## src/offload_pkg.sv

```systemverilog
// ----------------------------------------------------------
// Offload fabric package
// Widths, operation codes and the request/response payloads
// shared by the dispatch stage, the units and the arbiter
// ----------------------------------------------------------

package offload_pkg;

  // ----------------------------------------------------------
  // Sizes
  // ----------------------------------------------------------
  localparam int unsigned UnitSelWidth = 2;
  // One unit per unit-select code
  localparam int unsigned NumUnits     = 1 << UnitSelWidth;
  localparam int unsigned IdWidth      = 5;
  localparam int unsigned DataWidth    = 32;

  // ----------------------------------------------------------
  // Vector types
  // ----------------------------------------------------------
  // Target unit index
  typedef logic [UnitSelWidth-1:0] unit_sel_t;
  // Tag returned with the response
  typedef logic [IdWidth-1:0]      acc_id_t;
  // Operand or result word
  typedef logic [DataWidth-1:0]    data_t;
  // One valid or ready bit per unit
  typedef logic [NumUnits-1:0]     unit_vec_t;

  // Integer operation set, codes 11 to 15 are undefined
  typedef enum logic [3:0] {
    ADD  = 4'd0,
    SUB  = 4'd1,
    AND  = 4'd2,
    OR   = 4'd3,
    XOR  = 4'd4,
    SLL  = 4'd5,
    SRL  = 4'd6,
    SRA  = 4'd7,
    MUL  = 4'd8,
    SLT  = 4'd9,
    SLTU = 4'd10
  } acc_op_e;

  // ----------------------------------------------------------
  // Payloads
  // ----------------------------------------------------------
  typedef struct packed {
    unit_sel_t addr;
    acc_id_t   id;
    acc_op_e   op;
    data_t     arga;
    data_t     argb;
  } acc_req_t;

  typedef struct packed {
    acc_id_t id;
    data_t   data;
    logic    error;
  } acc_rsp_t;

endpackage

```

## src/offload_arbiter.sv

```systemverilog
// ----------------------------------------------------------
// Offload response arbiter
// Round-robin merge of the unit responses, grant locked
// while the output is stalled
// ----------------------------------------------------------

`timescale 1ns/1ps

module offload_arbiter (
  input  logic                                            clk_i,
  input  logic                                            rst_ni,
  input  offload_pkg::acc_rsp_t [offload_pkg::NumUnits-1:0] rsp_i,
  input  offload_pkg::unit_vec_t                           valid_i,
  output offload_pkg::unit_vec_t                           ready_o,
  output offload_pkg::acc_rsp_t                            rsp_o,
  output logic                                            valid_o,
  input  logic                                            ready_i
);

  import offload_pkg::*;

  unit_sel_t ptr_q;
  unit_sel_t gnt_q;
  logic      lock_q;
  unit_sel_t pick;
  logic      any_valid;
  unit_sel_t gnt_idx;
  unit_sel_t cand;

  // ----------------------------------------------------------
  // Selection
  // ----------------------------------------------------------
  // First valid unit at or after the priority pointer
  always_comb begin
    pick      = ptr_q;
    any_valid = 1'b0;
    cand      = ptr_q;
    for (int unsigned i = 0; i < NumUnits; i++) begin
      cand = unit_sel_t'(ptr_q + i);
      if (!any_valid && valid_i[cand]) begin
        pick      = cand;
        any_valid = 1'b1;
      end
    end
  end

  // Locked grant wins over a fresh pick
  assign gnt_idx = lock_q ? gnt_q : pick;
  assign valid_o = lock_q ? valid_i[gnt_q] : any_valid;
  assign rsp_o   = rsp_i[gnt_idx];

  // Ready goes back to the granted unit only
  always_comb begin
    ready_o = '0;
    ready_o[gnt_idx] = valid_o & ready_i;
  end

  // ----------------------------------------------------------
  // Pointer and lock
  // ----------------------------------------------------------
  always_ff @(posedge clk_i or negedge rst_ni) begin
    if (!rst_ni) begin
      ptr_q  <= '0;
      gnt_q  <= '0;
      lock_q <= 1'b0;
    end else if (valid_o && ready_i) begin
      lock_q <= 1'b0;
      ptr_q  <= gnt_idx + 1'b1;
    end else if (valid_o) begin
      lock_q <= 1'b1;
      gnt_q  <= gnt_idx;
    end
  end

  // ----------------------------------------------------------
  // Checks
  // ----------------------------------------------------------
  assert property (@(posedge clk_i) disable iff (!rst_ni)
    $onehot0(ready_o))
    else $error("arbiter grants more than one unit");

  // The locked unit keeps its response up
  assert property (@(posedge clk_i) disable iff (!rst_ni)
    lock_q |-> valid_i[gnt_q])
    else $error("locked unit withdrew its response");

endmodule

```

## src/offload_cc.sv

```systemverilog
// ----------------------------------------------------------
// Offload core complex
// Dispatch stage, four integer units and response arbiter
// ----------------------------------------------------------

`timescale 1ns/1ps

module offload_cc (
  input  logic                 clk_i,
  input  logic                 rst_ni,
  input  offload_pkg::acc_req_t q_req_i,
  input  logic                 q_valid_i,
  output logic                 q_ready_o,
  output offload_pkg::acc_rsp_t p_rsp_o,
  output logic                 p_valid_o,
  input  logic                 p_ready_i
);

  import offload_pkg::*;

  // Dispatch to units
  acc_req_t  unit_req;
  unit_vec_t unit_qvalid;
  unit_vec_t unit_qready;

  // Units to arbiter
  acc_rsp_t [NumUnits-1:0] unit_rsp;
  unit_vec_t               unit_pvalid;
  unit_vec_t               unit_pready;

  offload_dispatch i_dispatch (
    .clk_i        ( clk_i       ),
    .rst_ni       ( rst_ni      ),
    .req_i        ( q_req_i     ),
    .valid_i      ( q_valid_i   ),
    .ready_o      ( q_ready_o   ),
    .unit_req_o   ( unit_req    ),
    .unit_valid_o ( unit_qvalid ),
    .unit_ready_i ( unit_qready )
  );

  for (genvar i = 0; i < NumUnits; i++) begin : gen_units
    offload_unit i_unit (
      .clk_i     ( clk_i          ),
      .rst_ni    ( rst_ni         ),
      .req_i     ( unit_req       ),
      .q_valid_i ( unit_qvalid[i] ),
      .q_ready_o ( unit_qready[i] ),
      .rsp_o     ( unit_rsp[i]    ),
      .p_valid_o ( unit_pvalid[i] ),
      .p_ready_i ( unit_pready[i] )
    );
  end

  offload_arbiter i_arbiter (
    .clk_i   ( clk_i       ),
    .rst_ni  ( rst_ni      ),
    .rsp_i   ( unit_rsp    ),
    .valid_i ( unit_pvalid ),
    .ready_o ( unit_pready ),
    .rsp_o   ( p_rsp_o     ),
    .valid_o ( p_valid_o   ),
    .ready_i ( p_ready_i   )
  );

endmodule

```

## src/offload_dispatch.sv

```systemverilog
// ----------------------------------------------------------
// Offload dispatch stage
// Holds one request and steers it to the unit named by addr
// ----------------------------------------------------------

`timescale 1ns/1ps

module offload_dispatch (
  input  logic                  clk_i,
  input  logic                  rst_ni,
  input  offload_pkg::acc_req_t  req_i,
  input  logic                  valid_i,
  output logic                  ready_o,
  output offload_pkg::acc_req_t  unit_req_o,
  output offload_pkg::unit_vec_t unit_valid_o,
  input  offload_pkg::unit_vec_t unit_ready_i
);

  import offload_pkg::*;

  acc_req_t req_q;
  logic     full_q;
  logic     leaving;
  logic     accept;

  // ----------------------------------------------------------
  // Steering
  // ----------------------------------------------------------
  // One-hot valid from the held address
  always_comb begin
    unit_valid_o = '0;
    if (full_q) begin
      unit_valid_o[req_q.addr] = 1'b1;
    end
  end

  // All units see the same payload
  assign unit_req_o = req_q;

  // Held request is taken by its unit this cycle
  assign leaving = |(unit_valid_o & unit_ready_i);

  assign ready_o = ~full_q | leaving;
  assign accept  = valid_i & ready_o;

  // ----------------------------------------------------------
  // Stage register
  // ----------------------------------------------------------
  always_ff @(posedge clk_i or negedge rst_ni) begin
    if (!rst_ni) begin
      full_q <= 1'b0;
    end else if (ready_o) begin
      // Refill on accept or drain
      full_q <= valid_i;
    end
  end

  always_ff @(posedge clk_i) begin
    if (accept) begin
      req_q <= req_i;
    end
  end

  // ----------------------------------------------------------
  // Checks
  // ----------------------------------------------------------
  // Never more than one unit addressed
  assert property (@(posedge clk_i) disable iff (!rst_ni)
    $onehot0(unit_valid_o))
    else $error("dispatch drives more than one unit valid");

endmodule

```

## src/offload_unit.sv

```systemverilog
// ----------------------------------------------------------
// Offload integer execution unit
// One request at a time, result kept in a one-entry register
// ----------------------------------------------------------

`timescale 1ns/1ps

module offload_unit (
  input  logic                 clk_i,
  input  logic                 rst_ni,
  input  offload_pkg::acc_req_t req_i,
  input  logic                 q_valid_i,
  output logic                 q_ready_o,
  output offload_pkg::acc_rsp_t rsp_o,
  output logic                 p_valid_o,
  input  logic                 p_ready_i
);

  import offload_pkg::*;

  logic [4:0] shamt;
  data_t      product;
  logic       lt_signed;
  logic       lt_unsigned;
  acc_rsp_t   rsp_d;
  acc_rsp_t   rsp_q;
  logic       valid_q;

  // ----------------------------------------------------------
  // Datapath
  // ----------------------------------------------------------
  assign shamt       = req_i.argb[4:0];
  // Low word of the product only
  assign product     = req_i.arga * req_i.argb;
  assign lt_signed   = $signed(req_i.arga) < $signed(req_i.argb);
  assign lt_unsigned = req_i.arga < req_i.argb;

  always_comb begin
    rsp_d.id    = req_i.id;
    rsp_d.data  = '0;
    rsp_d.error = 1'b0;
    case (req_i.op)
      ADD:  rsp_d.data = req_i.arga + req_i.argb;
      SUB:  rsp_d.data = req_i.arga - req_i.argb;
      AND:  rsp_d.data = req_i.arga & req_i.argb;
      OR:   rsp_d.data = req_i.arga | req_i.argb;
      XOR:  rsp_d.data = req_i.arga ^ req_i.argb;
      SLL:  rsp_d.data = req_i.arga << shamt;
      SRL:  rsp_d.data = req_i.arga >> shamt;
      SRA:  rsp_d.data = data_t'($signed(req_i.arga) >>> shamt);
      MUL:  rsp_d.data = product;
      SLT:  rsp_d.data = data_t'(lt_signed);
      SLTU: rsp_d.data = data_t'(lt_unsigned);
      // Undefined code returns zero with the error flag
      default: rsp_d.error = 1'b1;
    endcase
  end

  // ----------------------------------------------------------
  // Result register
  // ----------------------------------------------------------
  // Free when empty or when the result leaves now
  assign q_ready_o = ~valid_q | p_ready_i;

  always_ff @(posedge clk_i or negedge rst_ni) begin
    if (!rst_ni) begin
      valid_q <= 1'b0;
    end else if (q_ready_o) begin
      valid_q <= q_valid_i;
    end
  end

  always_ff @(posedge clk_i) begin
    if (q_valid_i && q_ready_o) begin
      rsp_q <= rsp_d;
    end
  end

  assign rsp_o     = rsp_q;
  assign p_valid_o = valid_q;

  // Stalled response holds valid and payload
  assert property (@(posedge clk_i) disable iff (!rst_ni)
    (p_valid_o && !p_ready_i) |=> (p_valid_o && $stable(rsp_o)))
    else $error("unit response changed while stalled");

endmodule

```

## config.mk

```make
export PLATFORM = sky130hd
export DESIGN_NAME = offload_cc
export DESIGN_NICKNAME = d
export VERILOG_FILES = /design/src/offload_pkg.sv /design/src/offload_arbiter.sv /design/src/offload_cc.sv /design/src/offload_dispatch.sv /design/src/offload_unit.sv
export SDC_FILE = /design/constraint.sdc
export NUM_CORES = 2
export LEC_CHECK = 0
export BUFFER_PORTS_ARGS = -buffer_cell sky130_fd_sc_hd__buf_2
export CELL_PAD_IN_SITES_DETAIL_PLACEMENT = 0
export CELL_PAD_IN_SITES_GLOBAL_PLACEMENT = 1
export CORE_ASPECT_RATIO = 0.75
export CORE_MARGIN = 2
export CORE_UTILIZATION = 50
export DETAILED_ROUTE_END_ITERATION = 8
export GPL_TIMING_DRIVEN = 0
export HOLD_SLACK_MARGIN = 0.02
export PLACE_DENSITY = 0.87
export REMOVE_ABC_BUFFERS = 1
export SKIP_CTS_REPAIR_TIMING = 1
export SYNTH_ARGS = -nofsm -noshare
export SYNTH_HDL_FRONTEND = slang
export SYNTH_SLANG_ARGS = --single-unit
```

## constraint.sdc

```tcl
create_clock -name clk_i -period 11.5 [get_ports clk_i]
set_input_delay 0 -clock clk_i [delete_from_list [all_inputs] [get_ports clk_i]]
set_output_delay 0 -clock clk_i [all_outputs]
set_load 0.01 [all_outputs]
```

* After elaboration in Yosys (flattened, before gate mapping)
Cells that the tools add are included.
Word-level totals: register bits 237, input port bits 79, output and inout port bits 40, word-level logic and storage cells 122
Cells by class: add/sub/neg operators 6, multipliers 1, order comparisons 11, equal/unequal tests 10, shifts and indexed selects 3, muxes and demuxes 30, bitwise gates (word level) 18, reductions and logical operators 18
Operators by type and width (count):
- one-hot mux 32 bit (11 select lines) | 1
- binary-select mux 38 bit (select 2 bit) | 1
- < comparator 32 bit | 2
- two-way mux 38 bit | 1
- adder 32 bit | 1
- bitwise AND 32 bit | 1
- multiplier 32 x 32 -> 32 bit | 1
- OR 32 bit | 1
- << shifter 32 x 5 -> 32 bit | 1
- right shift 32 x 5 -> 32 bit | 1
- >>> shifter 32 x 5 -> 32 bit | 1
- subtractor 32 bit | 1
- XOR 32 bit | 1
- < comparator 2 x 3 -> 1 bit, second input constant | 7
- equality test 4 x 3 -> 1 bit, second input constant | 4
- two-way mux 1 bit | 15
- equality test 4 bit, second input constant | 3
- OR reduction 11 bit | 1
- binary-select mux 1 bit (select 2 bit) | 5
- logical AND 1 bit | 10
- bitwise AND 4 bit | 2
- equality test 4 x 2 -> 1 bit, second input constant | 2
- two-way mux 2 bit | 4
- NOT 1 bit | 6
- 13 further kinds | 24

* Longest topological paths before layout
depth after elaboration 23, mapped depth 30, depth with buffers taken out 27

* Modules after synthesis
Synthesis repeated with hierarchy kept, for this count alone.
Unflattened totals: cell total of the unflattened synthesis 12517, area, all modules 102414.5 um2
Modules (own cells, without submodules):
- offload_unit at gen_units[1].i_unit | instances 1, cells each 3046, area an instance 24765.0 um2
- offload_unit at gen_units[3].i_unit | instances 1, cells each 3056, area an instance 24762.5 um2
- offload_unit at gen_units[0].i_unit | instances 1, cells each 3067, area an instance 24526.0 um2
- offload_unit at gen_units[2].i_unit | instances 1, cells each 3039, area an instance 24491.0 um2
- offload_dispatch | instances 1, cells each 88, area an instance 2372.3 um2
- offload_arbiter | instances 1, cells each 221, area an instance 1497.7 um2

* Least setup slack after synthesis
OpenSTA, ideal clock, no wires.
path kind reg2reg, start point register gen_units[0].i_unit.valid_q, end point register i_dispatch.req_q (netlist bit i_dispatch.unit_req_o[0]), enable pin, library setup time 0.441 ns, arrival time 8.788 ns, slack 2.271 ns, stages on the path, launching flop included 17, path buffers 4, clock period less this slack 9.229 ns, cells stage by stage dfrtp_1 > clkbuf_1 > nand2_1 > o21a_1 > o21ai_0 > a21oi_1 > a21o_1 > clkbuf_1 > inv_2 > clkbuf_1 > buf_1 > ha_1 > nand2_1 > a2111oi_1 > nor4_1 > nand2_1 > and2_1
On the way: word-level cells in the longest chain between the ends 23, elaborated cells between the ends (all ways) 41, classes of those cells order compare: 2; mux: 21; bitwise: 10; reduce/logical: 8
RTL lines:
- start: declaration | RTL line offload_unit.sv:27 | logic valid_q;
- start signal: assignment | RTL line offload_unit.sv:69 | valid_q <= q_valid_i;
- binary-select mux 1 bit (select 2 bit) | RTL line offload_arbiter.sv:40 | if (!any_valid && valid_i[cand]) begin
- two-way mux 1 bit (implied by the code) | RTL line offload_arbiter.sv:40
- two-way mux 1 bit | RTL line offload_arbiter.sv:40
- logical NOT 1 bit | RTL line offload_arbiter.sv:40
- logical AND 1 bit | RTL line offload_arbiter.sv:40
- two-way mux 1 bit | RTL line offload_arbiter.sv:40
- logical NOT 1 bit | RTL line offload_arbiter.sv:40
- logical AND 1 bit | RTL line offload_arbiter.sv:40
- (+9 left out)
- bitwise AND 4 bit (no source line)
- OR 1 bit | RTL line offload_unit.sv:63 | assign q_ready_o = ~valid_q | p_ready_i;
- bitwise AND 4 bit (*) | RTL line offload_dispatch.sv:41 | assign leaving = |(unit_valid_o & unit_ready_i);
- OR reduction 4 bit (*) | RTL line offload_dispatch.sv:41
- OR 1 bit (*) | RTL line offload_dispatch.sv:43 | assign ready_o = ~full_q | leaving;
- named net q_ready_o | RTL line offload_cc.sv:13 | output logic q_ready_o,
- bitwise AND 1 bit (*) | RTL line offload_dispatch.sv:44 | assign accept = valid_i & ready_o;
- named net i_dispatch.accept | RTL line offload_dispatch.sv:24 | logic accept;
- end signal: assignment | RTL line offload_dispatch.sv:60 | req_q <= req_i;
- end: declaration | RTL line offload_dispatch.sv:21 | acc_req_t req_q;
The timed path passes the listed nets; every way through them passes the cells marked *. The select of a mux whose other input is x is not followed. A chain may end at the register's enable or synchronous reset.

==> results.yml <==
worst_setup_path:
  criticalPathCategory: "reg -> reg"
  worst_setup_path_start_kind: "flip-flop"
  critPathRequiredTime_ns: 11.69
  worst_setup_path_end_kind: "flip-flop"
  arrival_ns: 10.83
  crit_fanout: 18
drt:
  wl_per_cell_um: 25.57
  firstDrtPassIters: 8
  vias_per_cell: 6.158
  drc: 0
  wl_mm: 114.5
  ant_nets: 0
  drt_iter0_drc: 3660
  vias: 27580
yosys:
  ys.flop_type: "edfxtp_1"
  syn-mean-instance-area_sq_um: 8.912
  syn_inst: 3555
  synth_cell_type_count: 84
  synth_edf_count: 227
  synth_seq_area_share: 0.2231
  ys_top_cells_by_area: "fa_1, edfxtp_1, ha_1"
  synth_top_family_by_area: "adder cells"
  synth_top_area_frac: 0.2591
  synth-adder-area-share: 0.3475
  async_flop_share: 0.04219
  synthXorXnorAreaFrac: 0.02322
  synth-compound-area-share: 0.1325
  synth-simple-area-share: 0.1558
  yosysTopAreaCell: "fa_1"
  synthMuxAreaShare: 0.03527
  yosys_warnings: 0
  synth_area_sq_mm: 0.03168
  ys_ff_latch: 237
floorplanning:
  fp.coreArea_sq_mm: 0.06237
  die_w_um: 294.7
  rows: 79
  start_util: 0.5080
  io_pins: 119
  fp.dieArea_sq_mm: 0.06541
  die_y_um: 222.0
clocking:
  tritoncts: "yes"
  numClockSinks: 237
  cts_buffer_depth: 3
  root_buffer: "clkbuf_16"
  htreeDepth: 1
  clock_latency_ns: 0.57
  clk_pin_slew_ns: 0.07
  cts_buffers: 24
layout:
  final-seq-area_sq_mm: 0.007067
  drive_gt1_frac: 0.07525
  area_delta_synth_final_pct: 10.55
  nets: 4326
  fillers: 5528
  multi_input_area_sq_mm: 0.02210
run_status:
  status: "finished, final reports clean"
global_route:
  grt_max_degree: 81
  grt_pass1_wl_mm: 168.6
  grt_usage: 0.3485
  antenna_found_initial: 1
  overflow: 0
  grt_pass1_vias: 26219
timing:
  finalHoldViolations: 0
  worstMarginPinSlew_ns: 1.450
  rsz0062_at_grt: "no"
  period_minus_slack_ns: 10.64
  fin_crit_sh: 0.9250
  final_max_slew_viol_count: 0
  setup-violations-final: 0
  holdWs_ns: 0.1339
  max_freq_ghz: 0.09401
  maxSlewHeadroom: 0.03241
  finClkSkew_ns: 0.01515
place:
  globalplace.congestion: 1.014
  hpwlAfterDp_mm: 83.76
  port_buffers: 118
run:
  maxCapViolations: 0
worst_hold_path:
  hold_path.class: "in -> reg"
[kinds of logic after synthesis]
group                    Yosys count
adder cells (fa/ha/maj)          634
XOR/XNOR                          84
AO/OA/AOI/OAI                    647
multiplexers                      88
buffers and inverters            690
AND/OR/NAND/NOR                 1175
flip-flops                       237
[metrics by stage]
step	utilization	instance area, sq um	TNS, ns	setup WS (ns)	std cells
finish	0.5615	35020	0	0.8628	4479
global route	0.5615	35020	0	0.8283	4478
CTS	0.5484	34210	0	1.419	4398
detailed placement	0.5357	33410	0	1.510	4357
global placement	0.5214	32520	-475.12	-5.031	4312
floorplan	-	30860	0	1.578	3344
[cells in the final DEF, fill, tap and decap left out, types with 9 or more instances in the layout]
master and count:
o31ai_1 10, inv_1 456, a22oi_1 32, o221ai_1 9
o21a_1 12, o22ai_1 31, mux2i_1 61, buf_2 120
nor2_1 476, mux4_2 18, buf_16 16, dfrtp_1 10
edfxtp_1 227, a211oi_1 26, buf_4 9, a211o_1 9
nor4_1 11, nand2_1 471, a21o_1 19, a221oi_1 21
xnor2_1 63, clkbuf_16 25, nand2b_1 31, dlygate4sd3_1 79
nand3_1 25, and3_1 47, o211ai_1 31, nor3_1 34
a21oi_1 146, ha_1 224, o21bai_1 14, o21ai_0 158
nor2b_1 17, xor2_1 21, or3_1 12, a31oi_1 46
o2111ai_1 10, clkinv_1 12, fa_1 410
[synth_stat cells (all sizes together), types with 10 or more instances]
library cell  number
nand3             26
mux2i             61
a221oi            22
clkbuf           160
xnor2             63
or3               12
nand2            473
inv              466
fa               410
a22oi             32
a211oi            28
nor2b             17
o21ai            160
nor4              12
buf               51
a21oi            149
clkinv            13
xor2              21
edfxtp           227
o2111ai           10
o21a              12
and3              47
nor2             476
a21o              22
o31ai             11
o22ai             32
mux4              18
o211ai            31
nor3              38
ha               224
a31oi             46
o21bai            14
nand2b            31
dfrtp             10
[worst max-delay path, cell delays in order (launching register included)]
cell and delay [ns]:
edfxtp_1 1.27, clkinv_1 1.36, nor2_1 0.43, fa_1 0.45, inv_1 0.08, fa_1 0.16, inv_1 0.05, fa_1 0.48
inv_1 0.05, fa_1 0.47, inv_1 0.05, fa_1 0.50, inv_1 0.06, fa_1 0.53, inv_1 0.05, fa_1 0.49
fa_1 0.43, ha_1 0.35, nand2_1 0.09, nor2_1 0.22, o211ai_1 0.23, a21oi_1 0.31, o21ai_0 0.25, a2111oi_0 0.97
nor2_1 0.12, xnor2_1 0.44, o2111ai_1 0.33
[metal layers]
layer,track usage,share of wire
met4,0.1071,0.038
met1,0.5079,0.41
met5,0,0.000087
met2,0.4833,0.41
met3,0.1234,0.15
[flip-flops by register name (all words and copies together), names as in the netlist]
| name | flops |
|---|---|
| i_arbiter.lock_q | 1 |
| gen_units.i_unit.rsp_o | 152 |
| i_dispatch.unit_req_o | 75 |
| gen_units.i_unit.p_valid_o | 4 |
| i_dispatch.full_q | 1 |
| i_arbiter.gnt_q | 2 |
| i_arbiter.ptr_q | 2 |
[layout make-up]
type	instances	area share
well taps	850	0.03037
multi-input cells	2628	0.6309
inverters	479	0.05151
clock buffers	31	0.01879
clock inverters	10	0.003858
diodes	1	0.00007145
repair buffers	243	0.06273
flip-flops and latches	237	0.2018
[final timing paths]
path | start | cells after the start | slack [ns] | end
max | i_dispatch.unit_req_o[37] | 26 | 0.86 | gen_units[0].i_unit.rsp_o[29]
min | q_req_i[53] | 2 | 0.13 | i_dispatch.unit_req_o[53]
max reg2reg | i_dispatch.unit_req_o[37] | 26 | 0.86 | gen_units[0].i_unit.rsp_o[29]
min reg2reg | i_dispatch.unit_req_o[69] | 0 | 0.50 | gen_units[3].i_unit.rsp_o[34]
max in group asynchronous | rst_ni | 3 | 10.70 | gen_units[2].i_unit.p_valid_o
min in group asynchronous | rst_ni | 3 | 0.46 | gen_units[1].i_unit.p_valid_o
Power is left out: the tool's default activity adds up to more than one toggle a clock period on the data nets, which glitch-free logic cannot reach.
